$ cat src/include/daq_defines.svh
`ifndef DAQ_DEFINES_SVH
`define DAQ_DEFINES_SVH

// Readout structure
`define DAQ_N_CH            4
`define DAQ_FIFO_DEPTH      8

// Bus and word widths
`define DAQ_ABUS_W          16
`define DAQ_DBUS_W          8
`define DAQ_PAYLOAD_W       28
`define DAQ_ID_W            4
`define DAQ_OVF_W           8

// Identifier of channel 0, later channels count up from here
`define DAQ_ID_BASE         4

// Readback constants
`define DAQ_VERSION         1
`define DAQ_VERSION_MINOR   2
`define DAQ_VERSION_MAJOR   0
`define DAQ_BOARD_ID        0

// System register map
`define DAQ_REG_VERSION     0
`define DAQ_REG_MINOR       1
`define DAQ_REG_MAJOR       2
`define DAQ_REG_BOARD       3
`define DAQ_REG_CONFIGURED  4
`define DAQ_REG_EN_MASK     6
`define DAQ_REG_OVF_BASE    16

`endif

$ cat src/rtl/daq_pkg.sv
`include "daq_defines.svh"

package daq_pkg;

    // Local bus
    typedef logic [`DAQ_ABUS_W-1:0]    bus_addr_t;
    typedef logic [`DAQ_DBUS_W-1:0]    bus_data_t;

    // Hit word as delivered by the decoder
    typedef logic [`DAQ_PAYLOAD_W-1:0] payload_t;

    // Source identifier, top nibble of every output word
    typedef logic [`DAQ_ID_W-1:0]      data_id_t;

    // Saturating drop count
    typedef logic [`DAQ_OVF_W-1:0]     ovf_count_t;

    // One bit per receive channel
    typedef logic [`DAQ_N_CH-1:0]      ch_mask_t;

    typedef struct packed {
        data_id_t data_id;
        payload_t payload;
    } fifo_word_t;

    typedef struct packed {
        logic       empty;
        ovf_count_t ovf_count;
    } ch_status_t;

endpackage

$ cat src/rtl/daq_sys_regs.sv
`include "daq_defines.svh"

module daq_sys_regs (
    input  logic                BUS_CLK,
    input  logic                BUS_RST,
    input  daq_pkg::bus_addr_t  i_bus_add,
    input  daq_pkg::bus_data_t  i_bus_data,
    input  logic                i_bus_rd,
    input  logic                i_bus_wr,
    input  daq_pkg::ch_status_t i_ch_status [`DAQ_N_CH],
    output daq_pkg::bus_data_t  o_bus_data,
    output daq_pkg::ch_mask_t   o_ch_enable,
    output daq_pkg::ch_mask_t   o_ovf_clear
);

    logic               configured;
    daq_pkg::ch_mask_t  ch_enable;
    daq_pkg::ch_mask_t  ovf_hit;
    daq_pkg::bus_data_t rd_data;

    // Overflow counter block decode, one hit bit per channel
    always_comb begin
        ovf_hit = '0;
        for (int n = 0; n < `DAQ_N_CH; n++) begin
            if (i_bus_add == daq_pkg::bus_addr_t'(`DAQ_REG_OVF_BASE + n)) begin
                ovf_hit[n] = 1'b1;
            end
        end
    end

    // Writable registers
    always_ff @(posedge BUS_CLK) begin
        if (BUS_RST) begin
            configured <= 1'b0;
            ch_enable  <= '0;
        end else if (i_bus_wr) begin
            case (i_bus_add)
                `DAQ_REG_CONFIGURED: configured <= i_bus_data[0];
                `DAQ_REG_EN_MASK:    ch_enable  <= i_bus_data[`DAQ_N_CH-1:0];
                default: ;
            endcase
        end
    end

    // Any write to a counter address gives a one-cycle clear, data ignored
    always_ff @(posedge BUS_CLK) begin
        if (BUS_RST) begin
            o_ovf_clear <= '0;
        end else if (i_bus_wr) begin
            o_ovf_clear <= ovf_hit;
        end else begin
            o_ovf_clear <= '0;
        end
    end

    // Read mux
    always_comb begin
        rd_data = '0;
        case (i_bus_add)
            `DAQ_REG_VERSION:    rd_data = daq_pkg::bus_data_t'(`DAQ_VERSION);
            `DAQ_REG_MINOR:      rd_data = daq_pkg::bus_data_t'(`DAQ_VERSION_MINOR);
            `DAQ_REG_MAJOR:      rd_data = daq_pkg::bus_data_t'(`DAQ_VERSION_MAJOR);
            `DAQ_REG_BOARD:      rd_data = daq_pkg::bus_data_t'(`DAQ_BOARD_ID);
            `DAQ_REG_CONFIGURED: rd_data = daq_pkg::bus_data_t'(configured);
            `DAQ_REG_EN_MASK:    rd_data = daq_pkg::bus_data_t'(ch_enable);
            default: begin
                // Unmapped addresses fall through as zero
                for (int n = 0; n < `DAQ_N_CH; n++) begin
                    if (ovf_hit[n]) begin
                        rd_data = daq_pkg::bus_data_t'(i_ch_status[n].ovf_count);
                    end
                end
            end
        endcase
    end

    // Read data registered, held until the next read
    always_ff @(posedge BUS_CLK) begin
        if (BUS_RST) begin
            o_bus_data <= '0;
        end else if (i_bus_rd) begin
            o_bus_data <= rd_data;
        end
    end

    assign o_ch_enable = ch_enable;

endmodule

$ cat config.mk
export PLATFORM = sky130hd
export DESIGN_NAME = daq_sys_regs
export DESIGN_NICKNAME = d
export VERILOG_FILES = /design/src/rtl/daq_pkg.sv /design/src/rtl/daq_sys_regs.sv
export VERILOG_INCLUDE_DIRS = /design/src /design/src/include
export SDC_FILE = /design/constraint.sdc
export NUM_CORES = 1
export LEC_CHECK = 0
export ABC_AREA = 1
export ABC_CLOCK_PERIOD_IN_PS = 1200
export BUFFER_PORTS_ARGS = -buffer_cell sky130_fd_sc_hd__buf_2
export CORE_MARGIN = 2
export CORE_UTILIZATION = 30
export CTS_CLUSTER_SIZE = 28
export DETAILED_ROUTE_END_ITERATION = 8
export GPL_TIMING_DRIVEN = 1
export PLACE_DENSITY_LB_ADDON = 0.08
export SYNTH_ARGS = -nofsm -noshare
export SYNTH_HDL_FRONTEND = slang
export SYNTH_SLANG_ARGS = --single-unit
$ cat constraint.sdc
create_clock -name BUS_CLK -period 1.2 [get_ports BUS_CLK]
set_input_delay 0.06 -clock BUS_CLK [delete_from_list [all_inputs] [get_ports BUS_CLK]]
set_output_delay 0.06 -clock BUS_CLK [all_outputs]
set_load 0.03 [all_outputs]
* Word-level counts from Yosys, hierarchy flattened
Index checks and enable logic that the tools add are counted.
** Word-level totals
- Word-level logic and storage cells :: 28
- Register bits after elaboration :: 17
** Cells by class
- Bitwise gates (word level) :: 1
- Eq/ne operators :: 9
- Reductions and logical operators :: 5
- Multiplexer cells :: 9
** Operators by type and width (count)
- 16-bit by 5-bit == test with 1-bit output (second input constant) :: 4
- 8-bit one-hot mux with 5 select lines :: 1
- 16-bit by 2-bit == test with 1-bit output (second input constant) :: 2
- 16-bit by 3-bit == test with 1-bit output (second input constant) :: 2
- 8-bit two-way mux :: 4
- 16-bit by 1-bit == test with 1-bit output (second input constant) :: 1
- 16-bit logical NOT :: 1
- 1-bit two-way mux :: 4
- 2-bit AND reduction :: 2
- 2-bit OR reduction :: 2
- 1-bit inverter :: 1

* Depth between registers and ports, before layout
Gate-level depths: netlist (run 1).
- Word-level depth :: 7
- Depth in mapped cells :: 11
- Depth with buffers taken out :: 11

* Least setup slack after synthesis (run 1)
Ideal clock, no wire load.
- Path type :: in2reg
- Start :: input i_bus_add[15]
- End :: register o_bus_data[4]
- Required time :: 1.070 ns
- Stages :: 11
- Arrival time :: 0.947 ns
- Slack :: 0.123 ns
- Cells stage by stage :: nor2_1 nand2_2 nor2_8 buf_4 nand3_1 nand2_1 inv_1 nand2_1 nand2_1 nand2_1 a21oi_1
** On the way
- Word-level cells in the longest chain between the ends :: 7
- Elaborated cells between the ends (all ways) :: 20
** Ends and longest elaborated chain
- from (decl) :: RTL line daq_sys_regs.sv:6 : input daq_pkg::bus_addr_t i_bus_add,
- 16-bit by 5-bit == test with 1-bit output :: RTL line daq_sys_regs.sv:25 : if (i_bus_add == daq_pkg::bus_addr_t'(`DAQ_REG_OVF_BASE + n)) begin
- 1-bit two-way mux :: RTL line daq_sys_regs.sv:25
- 8-bit two-way mux (4 in series) :: RTL line daq_sys_regs.sv:69 : if (ovf_hit[n]) begin
- 8-bit one-hot mux with 5 select lines * :: RTL line daq_sys_regs.sv:59 : case (i_bus_add)
- to (signal assigned) :: RTL line daq_sys_regs.sv:82 : o_bus_data <= rd_data;
- to (decl) :: RTL line daq_sys_regs.sv:11 : output daq_pkg::bus_data_t o_bus_data,
Mark *: on every way between the ends. The rest lies on a longest branch, timed or not.
A chain may end at the register's enable or synchronous reset.

* Final worst setup path (run 1)
- Start :: input i_bus_add[9]
- End :: register o_ovf_clear[3]
** On the way
- Word-level cells in the longest chain between the ends :: 2
** Ends and longest elaborated chain
- 16-bit by 5-bit == test with 1-bit output :: RTL line daq_sys_regs.sv:25
- 1-bit two-way mux :: RTL line daq_sys_regs.sv:25
- to (signal assigned) :: RTL line daq_sys_regs.sv:50 : o_ovf_clear <= ovf_hit;
- to (decl) :: RTL line daq_sys_regs.sv:13 : output daq_pkg::ch_mask_t o_ovf_clear
Every way passes these cells.

==> results of run 1 <==
## cells in the final DEF (no fill, tap or decap), drive strengths merged
cell,count
inv,41
nand4,13
clkbuf,3
o21ai,10
dfxtp,17
nor3,3
nand2,71
buf,96
clkinv,2
a21oi,21
nand3,13
nor2,29
## layout make-up
type	count	area share (%)
clock inverter	1	0.257
tap	50	3.21
sequential	17	17.5
clock buffer	3	2.12
inverter	42	8.09
timing repair buffer	96	28.4
multi-input combinational	160	40.4
## critical path, delay by kind of cell
| family | cells | cell delay (ps) |
|---|---|---|
| AND/OR/NAND/NOR | 5 | 670 |
| buffers and inverters | 4 | 530 |
## cell usage after synthesis (all sizes together)
| cell type | instances | area (um2) |
|---|---|---|
| nand4 | 13 | 87.6 |
| nor2 | 28 | 146 |
| a21oi | 21 | 105 |
| nor3 | 3 | 20.0 |
| clkbuf | 1 | 3.75 |
| o21ai | 10 | 50.1 |
| nand2 | 71 | 274 |
| dfxtp | 17 | 340 |
| buf | 4 | 33.8 |
| clkinv | 1 | 3.75 |
| nand3 | 13 | 77.6 |
| inv | 41 | 154 |
## stage by stage
stage	instances	total power [mW]
floorplan	223	0.676
global placement	359	0.813
detailed placement	359	0.812
CTS	363	1.26
global route	369	1.31
finish	369	1.24
## power by group
part / switching [mW] / internal, mW
combinational: 0.124 / 0.106
sequential: 0.00257 / 0.570
clock: 0.206 / 0.230
total: 0.333 / 0.906
## final timing paths
path	start	end	slack [ps]	cells past startpoint
setup reg to reg	configured	o_bus_data[0]	280	6
setup / recovery	i_bus_add[9]	o_ovf_clear[3]	110	9
hold reg to reg	configured	configured	450	2
hold / removal	i_bus_data[1]	o_ch_enable[1]	50	3
## registers in the layout (all words and copies together), names as in the netlist
signal / count
o_ovf_clear: 4
o_bus_data: 8
o_ch_enable: 4
configured: 1
## logic make-up (layout without fill, tap and decap cells)
kind of cell           after synthesis  count (layout)  synth area share, %
AND/OR/NAND/NOR                    128             129                 46.7
flip-flops                          17              17                 26.3
AO/OA/AOI/OAI                       31              31                 12.0
buffers and inverters               47             142                 15.1
## layer usage
metal  GRT usage (%)  up-vias  share of wire [%]
met5               0        -                  0
met4            2.99        0               0.70
met3            5.09        4                6.0
met2            31.0       42                 49
met1            20.5      712                 44
li1                -      891                  -
## what timing repair did
action                     4_1_cts  5_1_grt
setup endpoints to repair        0        5
setup buffers                    0        5
gates resized for setup          0        9
==> run metrics, run 1 <==
critical path arrival 1280 ps; final instance area 0.00195 mm2; CP Launch Type input pin; DIE HEIGHT 69.7 um; Slew HR 79.6%; Max Fanout on Critical Path 8; Max clock buf depth 2; initial antenna violation count 0; status finished, final reports clean; post-placement cell area 0.00183 mm2; DRT Wirelength 4.01 mm; worst-margin pin slew 303 ps; worst path required time 1390 ps; FMAX 915 MHz; io pins 80; DRC viols 0; CP endpoint kind flop; Tot GR Track Use 17.3%; Ant. Diodes 0; nets 384; RSZ-0062 raised after global routing true; Distinct cells, synth 22; Core Box Area 0.00409 mm2; Cell Rows 23; GPL Wtd Cong 0.738; Clk pin slew, worst setup/hold paths 70 ps; post-DR wirelength/cell 10.9 um; maxcap violations 0; static leakage 1.08 nW; synth warn 0; Avg Synthesized Cell Area 5.81 um2; post-route worst setup slack 107 ps; power per cell area 636 mW/mm2; Setup-failing EPs final 0; Slew Limit Fails 0; final hold viol count 0; TNS Setup 0 ps; crit share post-route 91.1%; vias in the first global route 1,571; HP Class input pin to flop; sequential share of the synthesized area 26.3%; clk sink count 17; Mapped Nets 287; share of cells above drive strength 1 38.2%; die width 69.7 um; Routed Antenna Nets 0; CP max stage cell nor2_8; Post-DP HPWL 3.20 mm; CTS tree built; drt initial violations 91; Initial Util 31.7%; Final Critical Period 1090 ps; root buffer cell clkbuf_8; #FFs+latches synth 17; First-pass DRT Iterations 4; hold_buf cts 0; Final Util 47.7%; crit-path cells buf_2, nor2_1, nand2_2, nor2_8, nand3_4, buf_4, buf_4, buf_4, nor2_1; GRT overflow 0; critical path class input pin to flop; dpl ws -167 ps; Crit path largest cell delay 200 ps; vias per cell 4.47; CTS H-tree lvls 1; vias 1,649; Mapped Area 0.00130 mm2; Multi-input gate area 788 um2; pin count of the biggest net entering global routing 18; CTS buffer count 3; Peak VDD IR 0.555 mV; latest clock arrival within the worst-skew pair 250 ps; clock skew 0.505 ps; Cells after Synth 223; Die ar. 0.00486 mm2; Layout Area Growth over Synthesis 50.4%; Layout fillers 473; Worst path most repeated cell buf_4; Buffers on Ports 71; hold slack 45.5 ps; global-route wire length before repair 6.90 mm; register area 340 um2
No activity file was read; power rests on OpenSTA's default activity.
==> run 2: changes to the inputs <==
--- a/config.mk
+++ b/config.mk
@@ -6,7 +6,6 @@
 export SDC_FILE = /design/constraint.sdc
 export NUM_CORES = 1
 export LEC_CHECK = 0
-export ABC_AREA = 1
 export ABC_CLOCK_PERIOD_IN_PS = 1200
 export BUFFER_PORTS_ARGS = -buffer_cell sky130_fd_sc_hd__buf_2
 export CORE_MARGIN = 2
==> run metrics, run 2 <==
status complete, but fails checks; violated checks setup timing; maxcap violations 0; static leakage 0.787 nW; Slew HR 75.7%; dpl ws -436 ps; logic gate share of total power 21.7%; CP max stage cell or4_4; Clk pin slew, worst setup/hold paths 60 ps; Synth area leader dfxtp_1; crit-path cells buf_6, or4_4, nor4_4, buf_6, nand3b_2, nor3b_1; Max clock buf depth 2; CTS tree built; Layout fillers 391; Biggest register o_bus_data; worst hold start i_bus_data[1]; Tot GR Track Use 17.2%; Mapped Area 0.00111 mm2; most common cell after layout, fill and taps aside buf_2; Buffers on Ports 71; Hold Path Stages 3; FMAX 757 MHz; Cell Rows 22; io pins 80; Ant. Diodes 0; most frequent cells in the layout buf_2 (69), dfxtp_1 (17), buf_4 (15), a21oi_1 (13), o22ai_1 (8); CP endpoint kind flop; EDFF count, synth 0; Final Critical Period 1320 ps; vias per cell 5.11; final instance area 0.00173 mm2; max FFs per register 8; Layout Area Growth over Synthesis 56.0%; Max Fanout on Critical Path 6; R2R Path End o_bus_data[0]; placed insts 253; Avg Synthesized Cell Area 8.64 um2; Initial Util 30.7%; switching portion of total power 25.4%; drt initial violations 52; Routed Antenna Nets 0; vias in the first global route 1,261; Setup-failing EPs final 15; share of cells above drive strength 1 54.0%; Clk pwr share 33.5%; Post-DP HPWL 2.81 mm; Slew Limit Fails 0; post-placement cell area 0.00161 mm2; DRT Wirelength 3.48 mm; pin count of the biggest net entering global routing 21; Distinct cells, synth 40; global-route wire length before repair 5.67 mm; Yosys top cell area share 30.8%; Top FF cell, synth dfxtp_1; DRC viols 0; synth warn 0; RSZ-0062 raised after global routing true; DIE HEIGHT 64.7 um; largest cells by area after synthesis dfxtp_1 (31%), a21oi_1 (5.9%), nor4_4 (5.8%); Peak VDD IR 0.454 mV; Worst path most repeated cell buf_6; CTS H-tree lvls 1; CTS buffer count 3; HP Class input pin to flop; sequential share of the synthesized area 30.8%; Core Box Area 0.00361 mm2; power per cell area 733 mW/mm2; critical path arrival 1500 ps; Final Non-Filler Cells 259; final hold viol count 0; worst path required time 1370 ps; GRT overflow 0; post-route worst setup slack -121 ps; die width 64.7 um; Sequential Power Share 44.8%; nets 276; vias 1,324; #FFs+latches synth 17; root buffer cell clkbuf_8; Crit path largest cell delay 590 ps; crit share post-route 110%; Tot Pwr 1.26 mW; r2r startpoint configured; clock skew 1.35 ps; top-count cell post-synth dfxtp_1; Post-synth ARST share 0%; worst r2r path cells 4; reg2reg setup slack 210 ps; initial antenna violation count 0; post-DR wirelength/cell 13.5 um; First-pass DRT Iterations 4; CP Launch Type input pin; critical path class input pin to flop; Min-Delay Endpoint o_ch_enable[1]; clk sink count 17; Mapped Nets 192; Cells after Synth 128; TNS Setup -883 ps; Die ar. 0.00419 mm2; Commonest cells post-synth dfxtp_1 (17), a21oi_1 (13), o22ai_1 (8); Switching Power 0.321 mW; hold_buf cts 0; internal power 0.944 mW; latest clock arrival within the worst-skew pair 250 ps; GPL Wtd Cong 0.729; worst-margin pin slew 364 ps
[run 2: changes by cell type after synthesis, sizes merged, moves of 6 or more]
cell,previous run,this run
nand2,71,2
inv,41,7
nor2,28,6
nand3,13,4
a21oi,21,13
nand4,13,5
o22ai,0,8
clkbuf,1,7
nor2b,0,6
[run 2: cell families (layout without fill, tap and decap cells)]
family / count (synthesis) / count (layout) / synth area share, %
buffers and inverters: 16 / 99 / 5.54
AND/OR/NAND/NOR: 47 / 47 / 31.6
flip-flops: 17 / 17 / 30.8
multiplexers: 6 / 6 / 6.67
AO/OA/AOI/OAI: 42 / 42 / 25.5
[run 2: worst max path at each step]
stage / startpoint / endpoint / slack (ps)
2_1_floorplan: i_bus_add[10] / o_bus_data[0] / -270
3_3_place_gp: i_bus_add[10] / o_bus_data[0] / -410
3_5_place_dp: i_bus_add[10] / o_bus_data[0] / -440
4_1_cts: i_bus_add[9] / o_bus_data[5] / -120
5_1_grt: i_bus_add[9] / o_bus_data[6] / -170
6_report: i_bus_add[9] / o_ovf_clear[1] / -120
[run 2: critical path, delay by kind of cell]
kind / cells / cell delay, ps
buf+inv: 2 / 250
simple gates: 4 / 1180
[run 2: layout make-up]
class                   instances  area [um2]  share of cell area, %
multi-input cells              95         751                   43.5
repair buffers                 88         503                   29.2
flip-flops and latches         17         340                   19.7
well taps                      48        60.1                   3.48
clock buffers                   4        45.0                   2.61
inverters                       7        26.3                   1.52
[run 2: through the flow]
step	hold WS [ps]	utilization, %
CTS	57.4	47.3
finish	64.4	47.8
detailed placement	329	44.6
global route	76.7	47.8
floorplan	195	-
global placement	321	44.6
[run 2: metal layers]
layer,wire [um],track usage (%),up-vias
met2,1680,27.4,47
met4,16,4.52,0
met1,1570,22.9,616
li1,-,-,659
met3,222,4.69,2
met5,0,0,-
[run 2: power by group through the flow]
stage | Combinational (mW) | Clock (mW) | Sequential [mW]
6_report | 0.274 | 0.424 | 0.567
5_1_grt | 0.300 | 0.457 | 0.566
4_1_cts | 0.275 | 0.443 | 0.566
3_5_place_dp | 0.264 | 0 | 0.579
3_3_place_gp | 0.260 | 0 | 0.579
2_1_floorplan | 0.116 | 0 | 0.582
[run 2: repair_timing]
| action | 4_1_cts | 5_1_grt |
|---|---|---|
| pin swaps | 11 | 1 |
| setup buffers | 2 | 0 |
| setup endpoints to repair | 17 | 17 |
| resized for setup | 9 | 6 |
